File: src/sdu_pkg.sv
// shared widths, word layout and types of the 16-to-1 packet scheduler
// word layout is sop, eop and a 16-bit payload
package sdu_pkg;

    //------------------------------------------------------------
    // sizes
    //------------------------------------------------------------
    parameter int CHN_NUM       = 16;  // channels into the scheduler
    parameter int CHN_NUM_WIDTH = 4;   // channel index width
    parameter int DATA_WIDTH    = 18;  // flags plus payload
    parameter int ADDR_WIDTH    = 10;  // 1024 buffer words

    //------------------------------------------------------------
    // word layout
    //------------------------------------------------------------
    parameter int SOP_BIT    = 17;
    parameter int EOP_BIT    = 16;
    parameter int STAMP_WORD = 2;      // word index that carries the sequence number

    //------------------------------------------------------------
    // types
    //------------------------------------------------------------
    typedef logic [DATA_WIDTH-1:0]    sdu_word_t;     // sop, eop, payload
    typedef logic [ADDR_WIDTH-1:0]    sdu_addr_t;     // buffer address
    typedef logic [CHN_NUM_WIDTH-1:0] sdu_chn_t;      // channel index
    typedef logic [DATA_WIDTH-3:0]    sdu_seq_t;      // fills the payload field
    typedef logic [CHN_NUM-1:0]       sdu_chn_vec_t;  // one bit per channel

endpackage

File: src/sdu_pkt_reader.sv
`timescale 1ns/10ps
// one output port of the scheduler
// reads the current packet out of the buffer word by word on request
module sdu_pkt_reader
    import sdu_pkg::*;
(
    input  logic      clk_sys,
    input  logic      rst_sys,
    input  logic      pkt_done,      // a whole packet sits in the buffer
    input  logic      fifo_rdreq,
    input  sdu_word_t buf_data,
    output logic      rd_en,
    output sdu_addr_t rd_addr,
    output logic      fifo_rd_dval,
    output sdu_word_t fifo_rd_data,
    output logic      rd_idle
);

    logic      pending;   // packet not yet delivered to its eop
    logic      dval_q;
    logic      eop_dlv;   // eop on the output this cycle
    sdu_addr_t rd_ptr;

    assign eop_dlv      = dval_q && buf_data[EOP_BIT];
    assign rd_en        = pending && fifo_rdreq && !eop_dlv;  // no read past the eop
    assign rd_addr      = rd_ptr;
    assign fifo_rd_dval = dval_q;
    assign fifo_rd_data = buf_data;
    assign rd_idle      = !pending;

    //------------------------------------------------------------
    // pending flag
    //------------------------------------------------------------
    always_ff @(posedge clk_sys or negedge rst_sys) begin
        if (!rst_sys) begin
            pending <= 1'b0;
        end else if (pkt_done) begin
            pending <= 1'b1;
        end else if (eop_dlv) begin
            pending <= 1'b0;  // idle from the next cycle
        end
    end

    //------------------------------------------------------------
    // read pointer and data valid
    //------------------------------------------------------------
    // follows the write address word for word
    always_ff @(posedge clk_sys or negedge rst_sys) begin
        if (!rst_sys) begin
            rd_ptr <= '0;
        end else if (rd_en) begin
            rd_ptr <= rd_ptr + 1'b1;
        end
    end

    always_ff @(posedge clk_sys or negedge rst_sys) begin
        if (!rst_sys) begin
            dval_q <= 1'b0;
        end else begin
            dval_q <= rd_en;  // buffer read latency
        end
    end

    // every output word answers a request made while pending
    a_dval_after_req: assert property (
        @(posedge clk_sys) disable iff (!rst_sys)
        fifo_rd_dval |-> $past(fifo_rdreq && pending)
    ) else $error("fifo_rd_dval without a pending request one cycle earlier");

endmodule

File: config.mk
export PLATFORM = sky130hd
export DESIGN_NAME = sdu_pkt_reader
export DESIGN_NICKNAME = d
export VERILOG_FILES = /design/src/sdu_pkg.sv /design/src/sdu_pkt_reader.sv
export SDC_FILE = /design/constraint.sdc
export NUM_CORES = 1
export LEC_CHECK = 0
export ABC_AREA = 1
export BUFFER_PORTS_ARGS = -buffer_cell sky130_fd_sc_hd__buf_2
export CAP_MARGIN = 20
export CORE_MARGIN = 2
export CORE_UTILIZATION = 38
export CTS_BUF_LIST = sky130_fd_sc_hd__clkbuf_2 sky130_fd_sc_hd__clkbuf_4 sky130_fd_sc_hd__clkbuf_8
export CTS_CLUSTER_SIZE = 14
export DETAILED_ROUTE_END_ITERATION = 10
export PLACE_DENSITY_LB_ADDON = 0.15
export SYNTH_ARGS = -nofsm -noshare
export SYNTH_HDL_FRONTEND = slang
export SYNTH_SLANG_ARGS = --single-unit
File: constraint.sdc
create_clock -name clk_sys -period 1.3 [get_ports clk_sys]
set_input_delay 0.26 -clock clk_sys [delete_from_list [all_inputs] [get_ports clk_sys]]
set_output_delay 0.26 -clock clk_sys [all_outputs]
set_load 0.005 [all_outputs]
==> flow_metrics.tcl <==
set metrics [dict create \
    numCtsBuffers 3 \
    row_count 15 \
    synth.distinct_cells 16 \
    fin_crit_ns 1.24 \
    maxSlewHeadroom 0.811 \
    port_buffers 18 \
    r2r-start "rd_addr[1]" \
    cap_violations 0 \
    hold_class "in2reg" \
    drt_iter0_markers 6 \
    slowest_stage "dfrtp_1" \
    worstSetupStartpointType "register" \
    design_area_sq_um 761 \
    start_util 0.412 \
    r2r_cells 8 \
    worst_path_largest_cell_delay_ns 0.37 \
    syn_avg_cell_area_sq_um 8.55 \
    die_x_microns 47.7 \
    powerDensity_nw_per_um2 1530 \
    ys_ff_latch 12 \
    fillCellCount 200 \
    holdPathStages 2 \
    grt_setup_unrepaired "no" \
    ys_seq_area_frac 0.413 \
    cts_root_buf "clkbuf_4" \
    syn-num-nets 108 \
    max_freq_mhz 804 \
    wl_per_cell_microns 10.4 \
    synth_edf_count 0 \
    h-tree-depth 1 \
    multi_input_area_sq_um 269 \
    antenna_found_initial 0 \
    drt-pass1-iter-count 4 \
    ant_nets 0 \
    holdPathEnd "pending" \
    dpl_cell_area_sq_um 713 \
    grt_max_degree 13 \
    status "finished clean" \
    r2r_end "rd_addr[8]" \
    dpl.cell_count 110 \
    grt_overflow_total 0 \
    crit_path_max_fanout 2 \
    core-area_sq_um 1760 \
    finClkSkew_ns 0.00307 \
    clk_pin_slew_ns 0.07 \
    worstMarginPinSlew_ns 0.283 \
    n_antenna_cell 0 \
    final_net_count 116 \
    regArea_sq_um 300 \
    viasPerCell 4.57 \
    area_growth_pct 4.65 \
    ir_worst_vdd_mv 0.655 \
    utilization 0.431 \
    arrival_ns 0.98 \
    worstPathCellList "nand2_1 -> inv_2 -> nor2_4 -> buf_2" \
    die_h_microns 47.7 \
    die_area_sq_um 2280 \
    yosysWarningCount 0 \
    drc 0 \
    syn-instance-count 85 \
    crit_start "fifo_rd_dval" \
    grt_pass1_wl_mm 1.81 \
    routed_wirelength_mm 1.21 \
    grtUsageTotal 0.115 \
    setup_tns_ns 0 \
    min_period_over_period 0.957 \
    rrSetupSlack_ns 0.16 \
    setup_viol 0 \
    vias 530 \
    synthArstFlopShare 1.00 \
    grt_pass1_vias 440 \
    layout-drive-gt1-share 0.330 \
    cts_tree "yes" \
    slew_viol_final 0 \
    layoutNonFillerInstCount 116 \
    p_leak_nw 0.390 \
    hp-start "pkt_done" \
    cts_sinks 12 \
    ys.flop_type "dfrtp_1" \
    clk-insertion-delay-late_ns 0.27 \
    io_pins 53 \
    gp_congestion 0.760 \
    hpwl_microns 927 \
    required_ns 1.04 \
    path_class "reg2out" \
    endpoint_kind "primary output" \
    cts_buffer_depth 2 \
    hold_viol 0 \
    syn_area_sq_um 727 \
]
## sequential cells by signal, summed over array words and instances, names as in the netlist
register      flops
pending           1
rd_addr          10
fifo_rd_dval      1
## worst max-delay path: cells and delay by family, from the launching register on
kind | cells | cell delay, ns
buffers and inverters | 2 | 0.16
DFF | 1 | 0.37
and+or+nand+nor | 2 | 0.18
## cells by family (layout without fill, tap and decap cells)
logic type,Yosys count,count (layout),share of synthesized area
xor+xnor,6,6,0.0723
flops,12,12,0.413
simple gates,41,41,0.270
compound gates,1,1,0.0103
buf+inv,24,30,0.217
fa+ha+maj,1,1,0.0172
## timing repair
action | in CTS | in global routing
endpoints found under the setup margin | 1 | 2
hold endpoints to repair | 12 | 0
pin swaps | 1 | 0
resized for setup | 0 | 1
hold buffers | 1 | 0
setup buffers | 1 | 1
## layout make-up
type | count | share of cell area
sequential | 12 | 0.395
multi-input combinational | 49 | 0.354
timing repair buffer | 21 | 0.151
tap | 25 | 0.0411
clock buffer | 3 | 0.0296
inverter | 6 | 0.0296
## metrics by stage
stage | setup slack, ns | hold WS, ns | total power [mW]
final | 0.0564 | 0.201 | 1.16
after global placement | 0.150 | 0.156 | 0.918
after global routing | 0.00200 | 0.197 | 1.27
after CTS | 0.0283 | 0.199 | 1.15
after detailed placement | 0.138 | 0.154 | 0.923
after floorplan | 0.209 | -0.0356 | 0.812
## per-layer routing
metal / up-vias / share of wire / routed length (microns) / GRT usage
met1: 235 / 0.44 / 532 / 0.142
met3: 6 / 0.12 / 148 / 0.0566
li1: 256 / - / - / -
met4: 0 / 0.013 / 16 / 0.0270
met5: - / 0 / 0 / 0
met2: 33 / 0.42 / 508 / 0.181
## worst max path at each step
stage | to | slack (ns)
after floorplan | rd_addr[8] | 0.21
after global placement | rd_addr[8] | 0.15
after detailed placement | rd_addr[8] | 0.14
after CTS | rd_en | 0.03
after global routing | rd_en | 0.002
final | rd_en | 0.06
## Yosys cell counts (2+ instances only)
cell      instances  area share
nor2_1            7       0.036
inv_1             6       0.031
buf_4            18        0.19
xor2_1            3       0.036
nand3b_1          2       0.021
dfrtp_1          12        0.41
nand2_1          22        0.11
nand3_1           3       0.021
nor2_4            2       0.031
nand2_2           2       0.017
xnor2_1           3       0.036
## placed cells by master, fill, tap and decap left out, drive strengths merged
cell type	instances
o21bai	1
ha	1
inv	6
nand3b	2
xnor2	3
xor2	3
clkbuf	3
dfrtp	12
nand3	4
nand2	24
buf	20
dlygate4sd3	1
nor2	10
nand4	1
## where the power goes
part,internal (mW),switching [mW]
sequential,0.469,0.120
clock,0.107,0.111
combinational,0.182,0.171
(Power assumes the default switching activity.)
