[config.mk]
export PLATFORM = sky130hd
export DESIGN_NAME = sdu_pkt_stamp
export DESIGN_NICKNAME = d
export VERILOG_FILES = /design/src/sdu_pkg.sv /design/src/sdu_pkt_stamp.sv
export SDC_FILE = /design/constraint.sdc
export NUM_CORES = 1
export LEC_CHECK = 0
export ABC_AREA = 1
export BUFFER_PORTS_ARGS = -buffer_cell sky130_fd_sc_hd__buf_4
export CAP_MARGIN = 10
export CORE_MARGIN = 8
export CORE_UTILIZATION = 52
export DETAILED_ROUTE_END_ITERATION = 8
export GPL_ROUTABILITY_DRIVEN = 0
export PLACE_DENSITY_LB_ADDON = 0.15
export SLEW_MARGIN = 40
export SYNTH_ARGS = -nofsm -noshare
export SYNTH_HDL_FRONTEND = slang
export SYNTH_SLANG_ARGS = --single-unit
[constraint.sdc]
create_clock -name clk_sys -period 1.8 [get_ports clk_sys]
set_input_delay 0.09 -clock clk_sys [delete_from_list [all_inputs] [get_ports clk_sys]]
set_output_delay 0.09 -clock clk_sys [all_outputs]
set_load 0.05 [all_outputs]
[src/sdu_pkg.sv]
// shared widths, word layout and types of the 16-to-1 packet scheduler
// word layout is sop, eop and a 16-bit payload
package sdu_pkg;

    //------------------------------------------------------------
    // sizes
    //------------------------------------------------------------
    parameter int CHN_NUM       = 16;  // channels into the scheduler
    parameter int CHN_NUM_WIDTH = 4;   // channel index width
    parameter int DATA_WIDTH    = 18;  // flags plus payload
    parameter int ADDR_WIDTH    = 10;  // 1024 buffer words

    //------------------------------------------------------------
    // word layout
    //------------------------------------------------------------
    parameter int SOP_BIT    = 17;
    parameter int EOP_BIT    = 16;
    parameter int STAMP_WORD = 2;      // word index that carries the sequence number

    //------------------------------------------------------------
    // types
    //------------------------------------------------------------
    typedef logic [DATA_WIDTH-1:0]    sdu_word_t;     // sop, eop, payload
    typedef logic [ADDR_WIDTH-1:0]    sdu_addr_t;     // buffer address
    typedef logic [CHN_NUM_WIDTH-1:0] sdu_chn_t;      // channel index
    typedef logic [DATA_WIDTH-3:0]    sdu_seq_t;      // fills the payload field
    typedef logic [CHN_NUM-1:0]       sdu_chn_vec_t;  // one bit per channel

endpackage

[src/sdu_pkt_stamp.sv]
`timescale 1ns/10ps
// buffer write path
// replaces the third word of each packet with a running sequence number
module sdu_pkt_stamp
    import sdu_pkg::*;
(
    input  logic         clk_sys,
    input  logic         rst_sys,
    input  sdu_chn_vec_t chn_sdu_dval,
    input  sdu_word_t    chn_sdu_data,
    output logic         wr_en,
    output sdu_addr_t    wr_addr,
    output sdu_word_t    wr_data,
    output logic         pkt_done,     // eop written this cycle
    output logic         eop_in        // to the arbiter, same cycle as the fetch
);

    localparam int IDX_W = $clog2(STAMP_WORD + 2);

    logic             acc;        // a word is accepted this cycle
    logic             sop_in;
    logic [IDX_W-1:0] word_idx;   // index of the next word in the packet
    logic             stamp_hit;
    sdu_seq_t         seq_cnt;

    assign acc       = |chn_sdu_dval;
    assign sop_in    = acc && chn_sdu_data[SOP_BIT];
    assign eop_in    = acc && chn_sdu_data[EOP_BIT];
    assign stamp_hit = acc && !chn_sdu_data[SOP_BIT]
                       && (word_idx == IDX_W'(STAMP_WORD));

    //------------------------------------------------------------
    // packet position and sequence number
    //------------------------------------------------------------
    always_ff @(posedge clk_sys or negedge rst_sys) begin
        if (!rst_sys) begin
            word_idx <= '0;
        end else if (sop_in) begin
            word_idx <= IDX_W'(1);
        end else if (acc && (word_idx <= IDX_W'(STAMP_WORD))) begin
            word_idx <= word_idx + 1'b1;  // saturates past the stamp word
        end
    end

    // first packet carries 1
    always_ff @(posedge clk_sys or negedge rst_sys) begin
        if (!rst_sys) begin
            seq_cnt <= '0;
        end else if (sop_in) begin
            seq_cnt <= seq_cnt + 1'b1;
        end
    end

    //------------------------------------------------------------
    // registered write
    //------------------------------------------------------------
    always_ff @(posedge clk_sys or negedge rst_sys) begin
        if (!rst_sys) begin
            wr_en    <= 1'b0;
            pkt_done <= 1'b0;
        end else begin
            wr_en    <= acc;
            pkt_done <= eop_in;
        end
    end

    always_ff @(posedge clk_sys) begin
        wr_data <= stamp_hit ? {1'b0, 1'b0, seq_cnt} : chn_sdu_data;
    end

    // wraps at the buffer size
    always_ff @(posedge clk_sys or negedge rst_sys) begin
        if (!rst_sys) begin
            wr_addr <= '0;
        end else if (wr_en) begin
            wr_addr <= wr_addr + 1'b1;
        end
    end

endmodule

==> summary.md <==
| Metric | Value |
|---|---|
| RR Startpoint | `seq_cnt[0]` |
| Crit path max-delay cell type | `dfrtp_1` |
| Root buf cell | `clkbuf_8` |
| Via count | `2089` |
| CTS Sinks | `48` |
| Reg2reg setup slack | `0.28 ns` |
| Actual slew at the worst max-slew pin | `0.402 ns` |
| Crit path depth | `8` |
| Setup TNS | `0 ns` |
| Filler cells | `371` |
| Critical Path Most Common Cell | `nand2_1` |
| Period minus WS final | `1.52 ns` |
| Initial antenna violation count | `0` |
| Register area | `1110 µm²` |
| Final instance area | `3190 µm²` |
| Final hold violation count | `0` |
| Die H | `84.7 µm` |
| CP top delay family | `simple AND/OR/NAND/NOR gates` |
| Hold path depth | `2` |
| CTS max path bufs | `2` |
| Sequential share of the synthesized area | `45.2%` |
| Crit-path max cell delay | `0.45 ns` |
| Multi-input gate area in the final layout | `1120 µm²` |
| Met1 usage | `19.6%` |
| Synth Warn # | `0` |
| Critical path arrival | `1.72 ns` |
| Status | `complete, no violations` |
| Clk slew on worst S/H paths | `0.08 ns` |
| I/O Pins | `67` |
| Final core occ | `69.0%` |
| GRT Resource Usage Total | `16.6%` |
| Fmax | `657 MHz` |
| Clock latency on the worst-skew pair | `0.30 ns` |
| Post-DP Area | `2920 µm²` |
| #FFs+latches synth | `48` |
| HP Start | `chn_sdu_data[16]` |
| CP startpoint kind | `register` |
| Max-cap violation count | `0` |
| Row count | `25` |
| Grt met2 use | `28.3%` |
| Placed insts | `403` |
| Pwr dens | `981 nW/µm²` |
| Min Hold Slack | `0.0520 ns` |
| PnR worst setup slack | `0.279 ns` |
| Postcts setup bufs | `0` |
| Cell Chain, Critical Path | `ha_1, nand3_1, nor2_1, nand3_1, nand2_1, nand2_1, nand2_1, nand2_1` |
| Grt ovf | `0` |
| Synth Cell Area | `2460 µm²` |
| Worst hold path type | `input port to register` |
| First-pass GRT wire length | `9790 µm` |
| Routing usage on met3 | `4.78%` |
| Core ar. | `4630 µm²` |
| H-tree Lvls | `2` |
| Distinct cells, synth | `28` |
| R2R cell count | `8` |
| CP Capture Type | `register` |
| Detailed-placement wirelength estimate | `4170 µm` |
| Dpl ws | `0.288 ns` |
| Worst-path fanout max | `6` |
| Initial DRC Count | `114` |
| Worst IR Drop VDD | `0.470 mV` |
| Period utilization | `84.5%` |
| CTS Buf Count | `5` |
| Syn nets | `330` |
| Post-layout power | `3.13 mW` |
| Reg2reg end | `seq_cnt[14]` |
| Drt first pass iters | `4` |
| Diodes inserted | `0` |
| Final ANT Viol Nets | `0` |
| # DRC | `0` |
| Clock skew | `0.00342 ns` |
| WL per Instance | `12.9 µm` |
| Die width | `84.7 µm` |
| Worst setup path start | `seq_cnt[0]` |
| Routed vias/inst | `4.87` |
| GRT busiest layer | `met2` |
| Slew Limit Fails | `0` |
| Die area | `7180 µm²` |
| Synth-to-layout area growth | `30.0%` |
| Number of global-route vias before repair | `2027` |
| Bufs and invs on worst path | `0` |
| Slew Limit Headroom | `73.2%` |
| Final Non-Filler Cells | `429` |
| Worst Path Required | `2.00 ns` |
| Nets | `414` |
| Setup Viol. Count Final | `0` |
| Setup CP Type | `register to register` |
| Initial core utilization | `53.1%` |
| Post-synthesis cell count | `290` |
| IO Port Bufs | `66` |
| Mean area per synthesized cell | `8.47 µm²` |
| Layout cell share with drive strength beyond 1 | `33.9%` |
| CP endpoint | `seq_cnt[14]` |
| RSZ-0062 raised after global routing | `no` |
| P_leak | `1.53 nW` |
| CTS tree | `yes` |
| WL final | `5540 µm` |
| Largest net degree at the start of global routing | `31` |
-- synthesized netlist by cell type, drive strengths merged --
cell type / number / area [µm²]
clkbuf: 1 / 3.75
nand3b: 1 / 7.51
a21boi: 2 / 15.0
dfxtp: 18 / 360
xor2: 10 / 87.6
a21oi: 1 / 5.00
inv: 28 / 105
nand4: 9 / 56.3
xnor2: 3 / 26.3
dfrtp: 30 / 751
o21ai: 18 / 143
buf: 8 / 115
nand3: 16 / 80.1
nor2: 29 / 119
nor3: 2 / 21.3
nand2: 110 / 512
ha: 4 / 50.1
-- report_power, final --
| group | leakage (nW) | switching [mW] | internal (mW) |
|---|---|---|---|
| logic | 0.949 | 0.696 | 0.371 |
| clock network | 0.0434 | 0.357 | 0.311 |
| registers | 0.538 | 0.161 | 1.24 |
-- cells in the final DEF (no fill, tap or decap) --
master,instances
clkinvlp_4,2
dfxtp_1,18
a21boi_0,2
nor2_2,4
dlygate4sd3_1,18
nand2_8,1
o21ai_2,14
nand2_1,80
a21oi_1,1
nor3_4,1
inv_1,26
nand4_1,9
xnor2_1,3
o21ai_1,3
clkbuf_8,6
nand2_2,27
buf_4,68
xor2_1,10
ha_1,4
nor3_1,1
inv_2,2
dfrtp_1,30
nand3b_1,1
nand2_4,2
o21ai_0,1
nor2_1,25
nand3_1,16
-- area by class of cell --
class / count / share of cell area (%)
inverters: 28 / 3.29
flip-flops and latches: 48 / 34.8
multi-input cells: 205 / 35.1
well taps: 54 / 2.12
repair buffers: 86 / 21.6
clock inverters: 2 / 0.470
clock buffers: 6 / 2.59
-- sequential cells by signal, summed over array words and instances (netlist names) --
signal and flops:
pkt_done 1, seq_cnt 16, wr_data 18, wr_en 1, word_idx 2, wr_addr 10
-- how the worst min path moves through the flow --
stage	end	slack [ns]
after floorplan	pkt_done	-0.21
after global placement	wr_addr[0]	0.05
after detailed placement	wr_addr[0]	0.05
after CTS	wr_data[16]	0.04
after global routing	wr_data[16]	0.05
final	wr_data[16]	0.05
-- routing by layer --
layer	up-vias	routed length (µm)
met5	-	0
met4	0	82
met3	8	334
met2	49	2730
met1	962	2390
li1	1070	-
-- logic make-up (layout without fill, tap and decap cells) --
logic type      count (synthesis)  in the layout  share of synthesized area (%)
fa+ha+maj                       4              4                           2.04
compound gates                 21             21                           6.62
xor+xnor                       13             13                           4.63
simple gates                  167            167                           32.4
flops                          48             48                           45.2
buf+inv                        37            122                           9.11
-- what timing repair did --
item                                    4_1_cts  5_1_grt
hold buffers                                 18        0
endpoints found under the hold margin        47        0
endpoints found under the setup margin        0        0
resized for setup                             0        0
(Power assumes the default switching activity.)
