**config.mk**
```make
export PLATFORM = sky130hd
export DESIGN_NAME = sdu_chn_arbiter
export DESIGN_NICKNAME = d
export VERILOG_FILES = /design/src/sdu_pkg.sv /design/src/sdu_chn_arbiter.sv
export SDC_FILE = /design/constraint.sdc
export NUM_CORES = 1
export LEC_CHECK = 0
export BUFFER_PORTS_ARGS = -buffer_cell sky130_fd_sc_hd__buf_2
export CORE_MARGIN = 4
export CORE_UTILIZATION = 44
export CTS_CLUSTER_DIAMETER = 30
export DETAILED_ROUTE_END_ITERATION = 8
export GPL_ROUTABILITY_DRIVEN = 0
export PLACE_DENSITY = 0.66
export RECOVER_POWER = 25
export SLEW_MARGIN = 10
export SYNTH_ARGS = -nofsm -noshare
export SYNTH_HDL_FRONTEND = slang
export SYNTH_SLANG_ARGS = --single-unit
export TNS_END_PERCENT = 1
```
**constraint.sdc**
```tcl
create_clock -name clk_sys -period 4.3 [get_ports clk_sys]
set_clock_uncertainty 0.1 [all_clocks]
set_input_delay 0.215 -clock clk_sys [delete_from_list [all_inputs] [get_ports clk_sys]]
set_output_delay 0.215 -clock clk_sys [all_outputs]
set_load 0.01 [all_outputs]
```
**src/sdu_pkg.sv**
```systemverilog
// shared widths, word layout and types of the 16-to-1 packet scheduler
// word layout is sop, eop and a 16-bit payload
package sdu_pkg;

    //------------------------------------------------------------
    // sizes
    //------------------------------------------------------------
    parameter int CHN_NUM       = 16;  // channels into the scheduler
    parameter int CHN_NUM_WIDTH = 4;   // channel index width
    parameter int DATA_WIDTH    = 18;  // flags plus payload
    parameter int ADDR_WIDTH    = 10;  // 1024 buffer words

    //------------------------------------------------------------
    // word layout
    //------------------------------------------------------------
    parameter int SOP_BIT    = 17;
    parameter int EOP_BIT    = 16;
    parameter int STAMP_WORD = 2;      // word index that carries the sequence number

    //------------------------------------------------------------
    // types
    //------------------------------------------------------------
    typedef logic [DATA_WIDTH-1:0]    sdu_word_t;     // sop, eop, payload
    typedef logic [ADDR_WIDTH-1:0]    sdu_addr_t;     // buffer address
    typedef logic [CHN_NUM_WIDTH-1:0] sdu_chn_t;      // channel index
    typedef logic [DATA_WIDTH-3:0]    sdu_seq_t;      // fills the payload field
    typedef logic [CHN_NUM-1:0]       sdu_chn_vec_t;  // one bit per channel

endpackage

```
**src/sdu_chn_arbiter.sv**
```systemverilog
`timescale 1ns/10ps
// round-robin channel arbiter
// fetches one whole packet, then waits until both readers have taken it
module sdu_chn_arbiter
    import sdu_pkg::*;
#(
    parameter int CHN_NUM = sdu_pkg::CHN_NUM
) (
    input  logic         clk_sys,
    input  logic         rst_sys,
    input  sdu_chn_vec_t chn_sdu_empty,
    input  sdu_chn_vec_t chn_sdu_dval,
    input  logic         eop_in,        // eop of the word accepted this cycle
    input  logic [1:0]   rd_idle,       // one bit per reader
    output sdu_chn_vec_t sdu_chn_rden
);

    sdu_chn_t ptr;          // selected channel
    sdu_chn_t nxt_ptr;
    sdu_chn_t scan_idx;
    logic     nxt_found;
    logic     in_pkt;       // sop taken, eop not yet
    logic     hold;         // blocks the fetch right after an eop
    logic     sel_empty;
    logic     fetch_ok;
    logic     move_idle;

    assign sel_empty = chn_sdu_empty[ptr];
    assign fetch_ok  = (&rd_idle) && !hold && !sel_empty;
    assign move_idle = !in_pkt && sel_empty;  // nothing to fetch here, look elsewhere

    //------------------------------------------------------------
    // read enables
    //------------------------------------------------------------
    always_comb begin
        sdu_chn_rden = '0;
        for (int i = 0; i < CHN_NUM; i++) begin
            sdu_chn_rden[i] = fetch_ok && (ptr == sdu_chn_t'(i));
        end
    end

    //------------------------------------------------------------
    // next non-empty channel after the current one
    //------------------------------------------------------------
    always_comb begin
        nxt_found = 1'b0;
        nxt_ptr   = ptr;  // all others empty, stay put
        scan_idx  = ptr;
        for (int k = 1; k < CHN_NUM; k++) begin
            scan_idx = sdu_chn_t'((int'(ptr) + k) % CHN_NUM);
            if (!nxt_found && !chn_sdu_empty[scan_idx]) begin
                nxt_found = 1'b1;
                nxt_ptr   = scan_idx;
            end
        end
    end

    //------------------------------------------------------------
    // pointer, packet and hold flags
    //------------------------------------------------------------
    always_ff @(posedge clk_sys or negedge rst_sys) begin
        if (!rst_sys) begin
            ptr <= '0;
        end else if (eop_in || move_idle) begin
            ptr <= nxt_ptr;
        end
    end

    always_ff @(posedge clk_sys or negedge rst_sys) begin
        if (!rst_sys) begin
            in_pkt <= 1'b0;
        end else if (eop_in) begin
            in_pkt <= 1'b0;
        end else if (|chn_sdu_dval) begin
            in_pkt <= 1'b1;
        end
    end

    // readers only turn pending two cycles after the eop fetch
    always_ff @(posedge clk_sys or negedge rst_sys) begin
        if (!rst_sys) begin
            hold <= 1'b0;
        end else if (eop_in) begin
            hold <= 1'b1;
        end else if (!(&rd_idle)) begin
            hold <= 1'b0;  // a reader owns the packet now
        end
    end

    //------------------------------------------------------------
    // checks
    //------------------------------------------------------------
    a_rden_onehot: assert property (
        @(posedge clk_sys) disable iff (!rst_sys)
        $onehot0(sdu_chn_rden)
    ) else $error("rden not one-hot: %b", sdu_chn_rden);

    a_rden_not_empty: assert property (
        @(posedge clk_sys) disable iff (!rst_sys)
        (sdu_chn_rden & chn_sdu_empty) == '0
    ) else $error("rden toward empty channel: rden %b empty %b",
                  sdu_chn_rden, chn_sdu_empty);

endmodule

```
==> run_results.csv, run 1 <==
group,metric,value,unit
outcome,status,"complete, no violations",
critical_path,critical-path-max-stage-delay,0.50,ns
cells_and_area,final_nets,413,
critical_path,crit_chain,"buf_4, ha_1, xor2_1, buf_4, o21ai_1, o22ai_1, nor4_2, nand4_1, nor3_1, a211oi_1, a211o_1, mux2_4",
cells_and_area,instances_no_fill,434,
grt,track_usage,0.227,
die,rows,28,
routing,finalWirelength,8570,um
synthesis,syn_area,2690,um^2
timing,finalHoldViolCount,0,
synthesis,synth_top_family_by_area,"multiplexers",
clock_tree,h-tree-depth,1,
placement,portBuffers,52,
synthesis,synth-main-ff-cell,"dfrtp_1",
cells_and_area,area_growth,14.0,%
timing,fin_crit_sh,0.912,
die,fp.dieW,86.2,um
timing,fmax,255,MHz
synthesis,syn_avg_cell_area,8.71,um^2
routing,dr_total_vias,2905,
synthesis,synthDistinctLibCells,68,
synthesis,yosys_warnings,0,
die,ios,53,
synthesis,synth-simple-area-share,0.220,
synthesis,synth_seq_cells,6,
critical_path,cp-end-kind,"flip-flop",
cells_and_area,layout-drive-gt1-share,0.318,
synthesis,yosysTopAreaCellShare,0.167,
critical_path,critical-path-top-delay-family,"simple AND/OR/NAND/NOR gates",
critical_path,cp_max_fo,29,
job,maxCapViolations,0,
synthesis,synth_fa_ha_area_frac,0.0697,
synthesis,syn_nets,361,
min_path,hold_path_class,"in2reg",
synthesis,synth-edff-count,0,
timing,max_slew.worst_pin.slew,0.775,ns
timing,setup_tns,0,ns
synthesis,synthCells,309,
timing,slew_violations,0,
routing,post_drt_wl_per_cell,19.7,um
die,core,5920,um^2
critical_path,crit_buf_inv,2,
cells_and_area,fin_area,3070,um^2
critical_path,crit_path_frequent_cell,"buf_4",
synthesis,synth_xor_area_frac,0.0456,
critical_path,critPathLaunchType,"flip-flop",
grt,grt_pass1_vias,2702,
critical_path,arrival,3.93,ns
clock_tree,cts_setup_buffers,0,
synthesis,synth_area_leaders,"mux4_2 17%, mux2i_1 11%, mux2_2 7.1%",
cells_and_area,fillers,565,
synthesis,seq_area_frac_synth,0.0558,
placement,post-place-cells,430,
clock_tree,clock-root-buffer,"clkbuf_8",
die,die_h,86.2,um
synthesis,ys_async_sr_fraction,1.00,
synthesis,yosys.area.top_type,"mux4_2",
critical_path,slowest_stage,"nor4_2",
die,dieArea,7430,um^2
critical_path,required,4.30,ns
clock_tree,cts_resized,0,
placement,dpl.hpwl,6720,um
clock_tree,clock_path_buffers,2,
routing,final_antenna_net_count,0,
clock_tree,cts.sinks,6,
synthesis,muxShareOfSynthArea,0.362,
synthesis,synth-compound-area-share,0.203,
die,initial_core_util,0.455,
clock_tree,cts-buffers-inserted,3,
timing,relSlewSlack,0.483,
routing,drt-vias-per-instance,6.69,
placement,placed_area,3020,um^2
clock_tree,cts.clk_slew.worst_paths,0.04,ns
grt,grt_max_degree,30,
grt,antenna_found_initial,0,
grt,grt_pass1_wl,13600,um
routing,drt_iter0_drc,385,
routing,firstDrtPassIters,5,
clock_tree,cts_tree,"built",
clock_tree,clkLatencyLatePin,0.22,ns
timing,setup_viol,0,
timing,fin_crit,3.92,ns
critical_path,critPathKind,"reg2reg",
timing,rsz0062_at_grt,"false",
cells_and_area,n_antenna_cell,0,
grt,grt_overflow,0,
routing,drc,0,
==> layout by cell type, fill, tap and decap left out, types with 2 or more instances in the layout <==
cell	synthesis	layout
a211o_1	3	3
a211oi_1	5	5
a21boi_0	2	2
a21o_1	2	2
a21oi_1	11	11
a221oi_1	2	2
a31oi_1	8	8
and3_1	17	17
buf_2	4	51
buf_4	1	9
clkbuf_8	0	3
dfrtp_1	6	6
ha_1	15	15
inv_1	5	5
mux2_2	17	17
mux2i_1	29	29
mux2i_2	2	2
mux4_2	20	20
nand2_1	27	27
nand2b_1	4	4
nand3_1	6	6
nand4_1	4	4
nor2_1	17	17
nor2b_1	3	3
nor3_1	9	9
nor4_1	7	7
nor4_2	2	2
o211ai_1	4	4
o21ai_0	13	13
o22a_1	2	2
o22ai_1	6	6
o311a_1	2	2
o31ai_1	3	3
or4_1	2	2
xnor2_1	7	7
xor2_1	2	2
==> area by class of cell <==
class / count / area (um^2) / area share
Inverter: 6 / 22.5 / 0.00734
Clock buffer: 3 / 41.3 / 0.0135
Tap cell: 75 / 93.8 / 0.0306
Multi-Input combinational cell: 282 / 2420 / 0.790
Sequential cell: 6 / 150 / 0.0489
Timing Repair Buffer: 62 / 337 / 0.110
==> metal layers <==
layer  GRT usage  wire length [um]  vias to the layer above  part of all wire
met2       0.381              3990                      178              0.47
met1       0.301              3510                     1343              0.41
li1            -                 -                     1346                 -
met5           0                 0                        -                 0
met4      0.0949               317                        0             0.037
met3      0.0171               747                       38             0.087
==> cells by family (layout without fill, tap and decap cells) <==
| logic type | after synthesis | in the layout |
|---|---|---|
| flops | 6 | 6 |
| fa+ha+maj | 15 | 15 |
| compound gates | 79 | 79 |
| xor+xnor | 11 | 11 |
| simple gates | 108 | 108 |
| buf+inv | 21 | 71 |
| mux | 69 | 69 |
==> worst reg2reg max path, delay by kind of cell (launching register included) <==
kind | cells | cell delay (ns)
AOI/OAI and AO/OA | 4 | 0.81
xor gates and xnor gates | 1 | 0.11
adders and majority gates | 1 | 0.49
buffers and inverters | 2 | 0.56
DFF | 1 | 0.34
muxes | 1 | 0.26
and+or+nand+nor | 3 | 1.15
==> cells in the mapped netlist (4+ instances only) <==
cell type,number
mux2i_1,29
nand2_1,27
mux4_2,20
and3_1,17
mux2_2,17
nor2_1,17
ha_1,15
o21ai_0,13
a21oi_1,11
nor3_1,9
a31oi_1,8
nor4_1,7
xnor2_1,7
dfrtp_1,6
nand3_1,6
o22ai_1,6
a211oi_1,5
clkbuf_1,5
inv_1,5
buf_2,4
buf_6,4
nand2b_1,4
nand4_1,4
o211ai_1,4
==> repair_timing <==
item                       CTS  global route
hold endpoints to repair     6             0
hold buffers                 1             0
setup endpoints to repair    0             0
==> final timing paths <==
kind / from / to / slack (ns) / cells after the start
max: ptr[0] / ptr[1] / 0.38 / 12
min: eop_in / in_pkt / 0.07 / 2
max reg2reg: ptr[0] / ptr[1] / 0.38 / 12
min reg2reg: hold / hold / 0.42 / 1
max in group asynchronous: rst_sys / ptr[2] / 3.56 / 2
min in group asynchronous: rst_sys / in_pkt / 0.30 / 2
==> state kept, by name, indices dropped and copies added, names as in the netlist <==
name	count
ptr	4
hold	1
in_pkt	1
==> per-stage QoR <==
stage / setup WS [ns] / utilization / hold slack, ns
4_1_cts: 0.422 / 0.518 / 0.0688
3_3_place_gp: 0.446 / 0.510 / -0.0547
3_5_place_dp: 0.434 / 0.510 / -0.0529
6_report: 0.377 / 0.518 / 0.0696
2_1_floorplan: 0.475 / - / -0.181
5_1_grt: 0.141 / 0.518 / 0.0800
Power of run 1 is left out: the tool's default activity adds up to more than one toggle a clock period on the data nets, which glitch-free logic cannot reach.
==> run 2: changes to the inputs <==
--- a/config.mk
+++ b/config.mk
@@ -11,7 +11,7 @@
 export CTS_CLUSTER_DIAMETER = 30
 export DETAILED_ROUTE_END_ITERATION = 8
 export GPL_ROUTABILITY_DRIVEN = 0
-export PLACE_DENSITY = 0.66
+export PLACE_DENSITY = 0.69
 export RECOVER_POWER = 25
 export SLEW_MARGIN = 10
 export SYNTH_ARGS = -nofsm -noshare
==> constraint.sdc (replaced) <==
create_clock -name clk_sys -period 3.24 [get_ports clk_sys]
set_clock_uncertainty 0.1 [all_clocks]
set_input_delay 0.162 -clock clk_sys [delete_from_list [all_inputs] [get_ports clk_sys]]
set_output_delay 0.162 -clock clk_sys [all_outputs]
set_load 0.01 [all_outputs]
==> run_results.csv, run 2 (synthesis results as in run 1) <==
group,metric,value,unit
routing,finalWirelength,10700,um
critical_path,crit_chain,"clkinvlp_4, buf_4, ha_1, xnor2_2, mux2i_1, a211o_1, nor4_4, nand4_1, buf_4, o311a_1, mux2_4",
job,maxCapViolations,0,
critical_path,critPathKind,"reg2reg",
critical_path,crit_start,"ptr[1]",
critical_path,slowest_stage,"a211o_1",
cells_and_area,seq_area,153,um^2
clock_tree,cts_tree,"built",
outcome,status,"finished, violations left",
cells_and_area,layout_common_cells,"81 x buf_4, 51 x buf_2, 27 x mux2i_1",
routing,drc,0,
clock_tree,cts.clk_slew.worst_paths,0.04,ns
routing,route.met2.wl,4800,um
cells_and_area,utilization,0.650,
placement,dpl.hpwl,8450,um
min_path,holdPathStages,2,
timing,slew_violations,0,
critical_path,crit_buf_inv,3,
routing,final_antenna_net_count,0,
timing,rsz0062_at_grt,"true",
clock_tree,h-tree-depth,1,
timing,fmax,287,MHz
cells_and_area,n_antenna_cell,0,
die,initial_core_util,0.455,
clock_tree,clkLatencyLatePin,0.23,ns
critical_path,crit_path_frequent_cell,"buf_4",
outcome,violations,"negative setup slack",
min_path,hold_path_class,"in2reg",
cells_and_area,final_nets,491,
timing,finalHoldViolCount,0,
critical_path,critPathLaunchType,"flip-flop",
cells_and_area,final_common_cell,"buf_4",
die,core,5920,um^2
grt,grt_max_degree,25,
timing,relSlewSlack,0.643,
critical_path,r2r_start,"ptr[1]",
timing,max_slew.worst_pin.slew,0.522,ns
clock_tree,cts.sinks,6,
cells_and_area,largest_reg_flops,4,
critical_path,cp_max_fo,5,
cells_and_area,reg_top3,"ptr x4, hold x1, in_pkt x1",
cells_and_area,fillers,487,
cells_and_area,area_growth,43.0,%
critical_path,critical-path-top-delay-family,"compound AO/OA/AOI/OAI gates",
routing,dr_total_vias,3459,
routing,post_drt_wl_per_cell,20.8,um
clock_tree,clock_path_buffers,2,
routing,met1_length,4160,um
min_path,hp-start,"eop_in",
clock_tree,clock-root-buffer,"clkbuf_8",
routing,drt-vias-per-instance,6.74,
routing,highest_layer,"met4",
cells_and_area,multi_input_area,2570,um^2
timing,holdWs,0.0214,ns
cells_and_area,top_register,"ptr",
critical_path,arrival,3.49,ns
grt,track_usage,0.281,
routing,drt_iter0_drc,476,
grt,antenna_found_initial,0,
critical_path,required,3.25,ns
cells_and_area,layout-drive-gt1-share,0.482,
die,rows,28,
timing,fin_crit_sh,1.08,
grt,grt_pass1_wl,16600,um
timing,fin_crit,3.48,ns
die,ios,53,
critical_path,cp-end-kind,"flip-flop",
die,dieArea,7430,um^2
routing,dr_wl_met3,1210,um
placement,dp_slack,-0.289,ns
critical_path,critical-path-max-stage-delay,0.41,ns
routing,firstDrtPassIters,5,
clock_tree,cts-buffers-inserted,3,
grt,grt_pass1_vias,3240,
placement,portBuffers,52,
grt,grt_overflow,0,
critical_path,worstRegToRegCells,11,
timing,final.setup.worst_slack,-0.243,ns
die,die_h,86.2,um
die,fp.dieW,86.2,um
timing,setup_viol,4,
timing,setup_tns,-0.896,ns
critical_path,cp.depth,11,
==> run 2: cell types whose count changed in the layout (fill, tap and decap cells not counted), sizes merged <==
cell      delta
clkinvlp     +1
buf         +78
clkbuf       +1
inv          -1
==> run 2: path summary, 6_finish.rpt <==
path	end	slack, ns
worst min-delay path	in_pkt	0.02
worst max register to register	ptr[1]	-0.24
worst min register to register	hold	0.41
min in group asynchronous	ptr[3]	0.26
max in group asynchronous	ptr[1]	2.48
worst max-delay path	ptr[1]	-0.24
==> run 2: cell type report <==
cell class | instances | area share
Multi-Input combinational cell | 282 | 0.667
Timing Repair Buffer | 140 | 0.249
Sequential cell | 6 | 0.0397
Tap cell | 75 | 0.0244
Clock buffer | 4 | 0.0117
Inverter | 6 | 0.00813
==> run 2: repair_timing <==
item / 4_1_cts / 5_1_grt
endpoints found under the hold margin: 6 / 0
hold buffers: 1 / 0
cloned: 0 / 0
pin swaps: 7 / 4
buffers inserted: 8 / 4
setup endpoints to repair: 20 / 20
resized for setup: 16 / 11
==> run 2: metrics by stage <==
step,instance area (um^2),std cells
after floorplan,2770,309
after global placement,3580,496
after detailed placement,3580,496
after CTS,3770,509
after global routing,3850,513
final,3850,513
==> run 2: routing by layer <==
metal,track usage,up-vias
met4,0.0992,0
met2,0.474,290
met5,0,-
li1,-,1502
met1,0.372,1604
met3,0.0323,63
Power of run 2 is left out for the same reason.
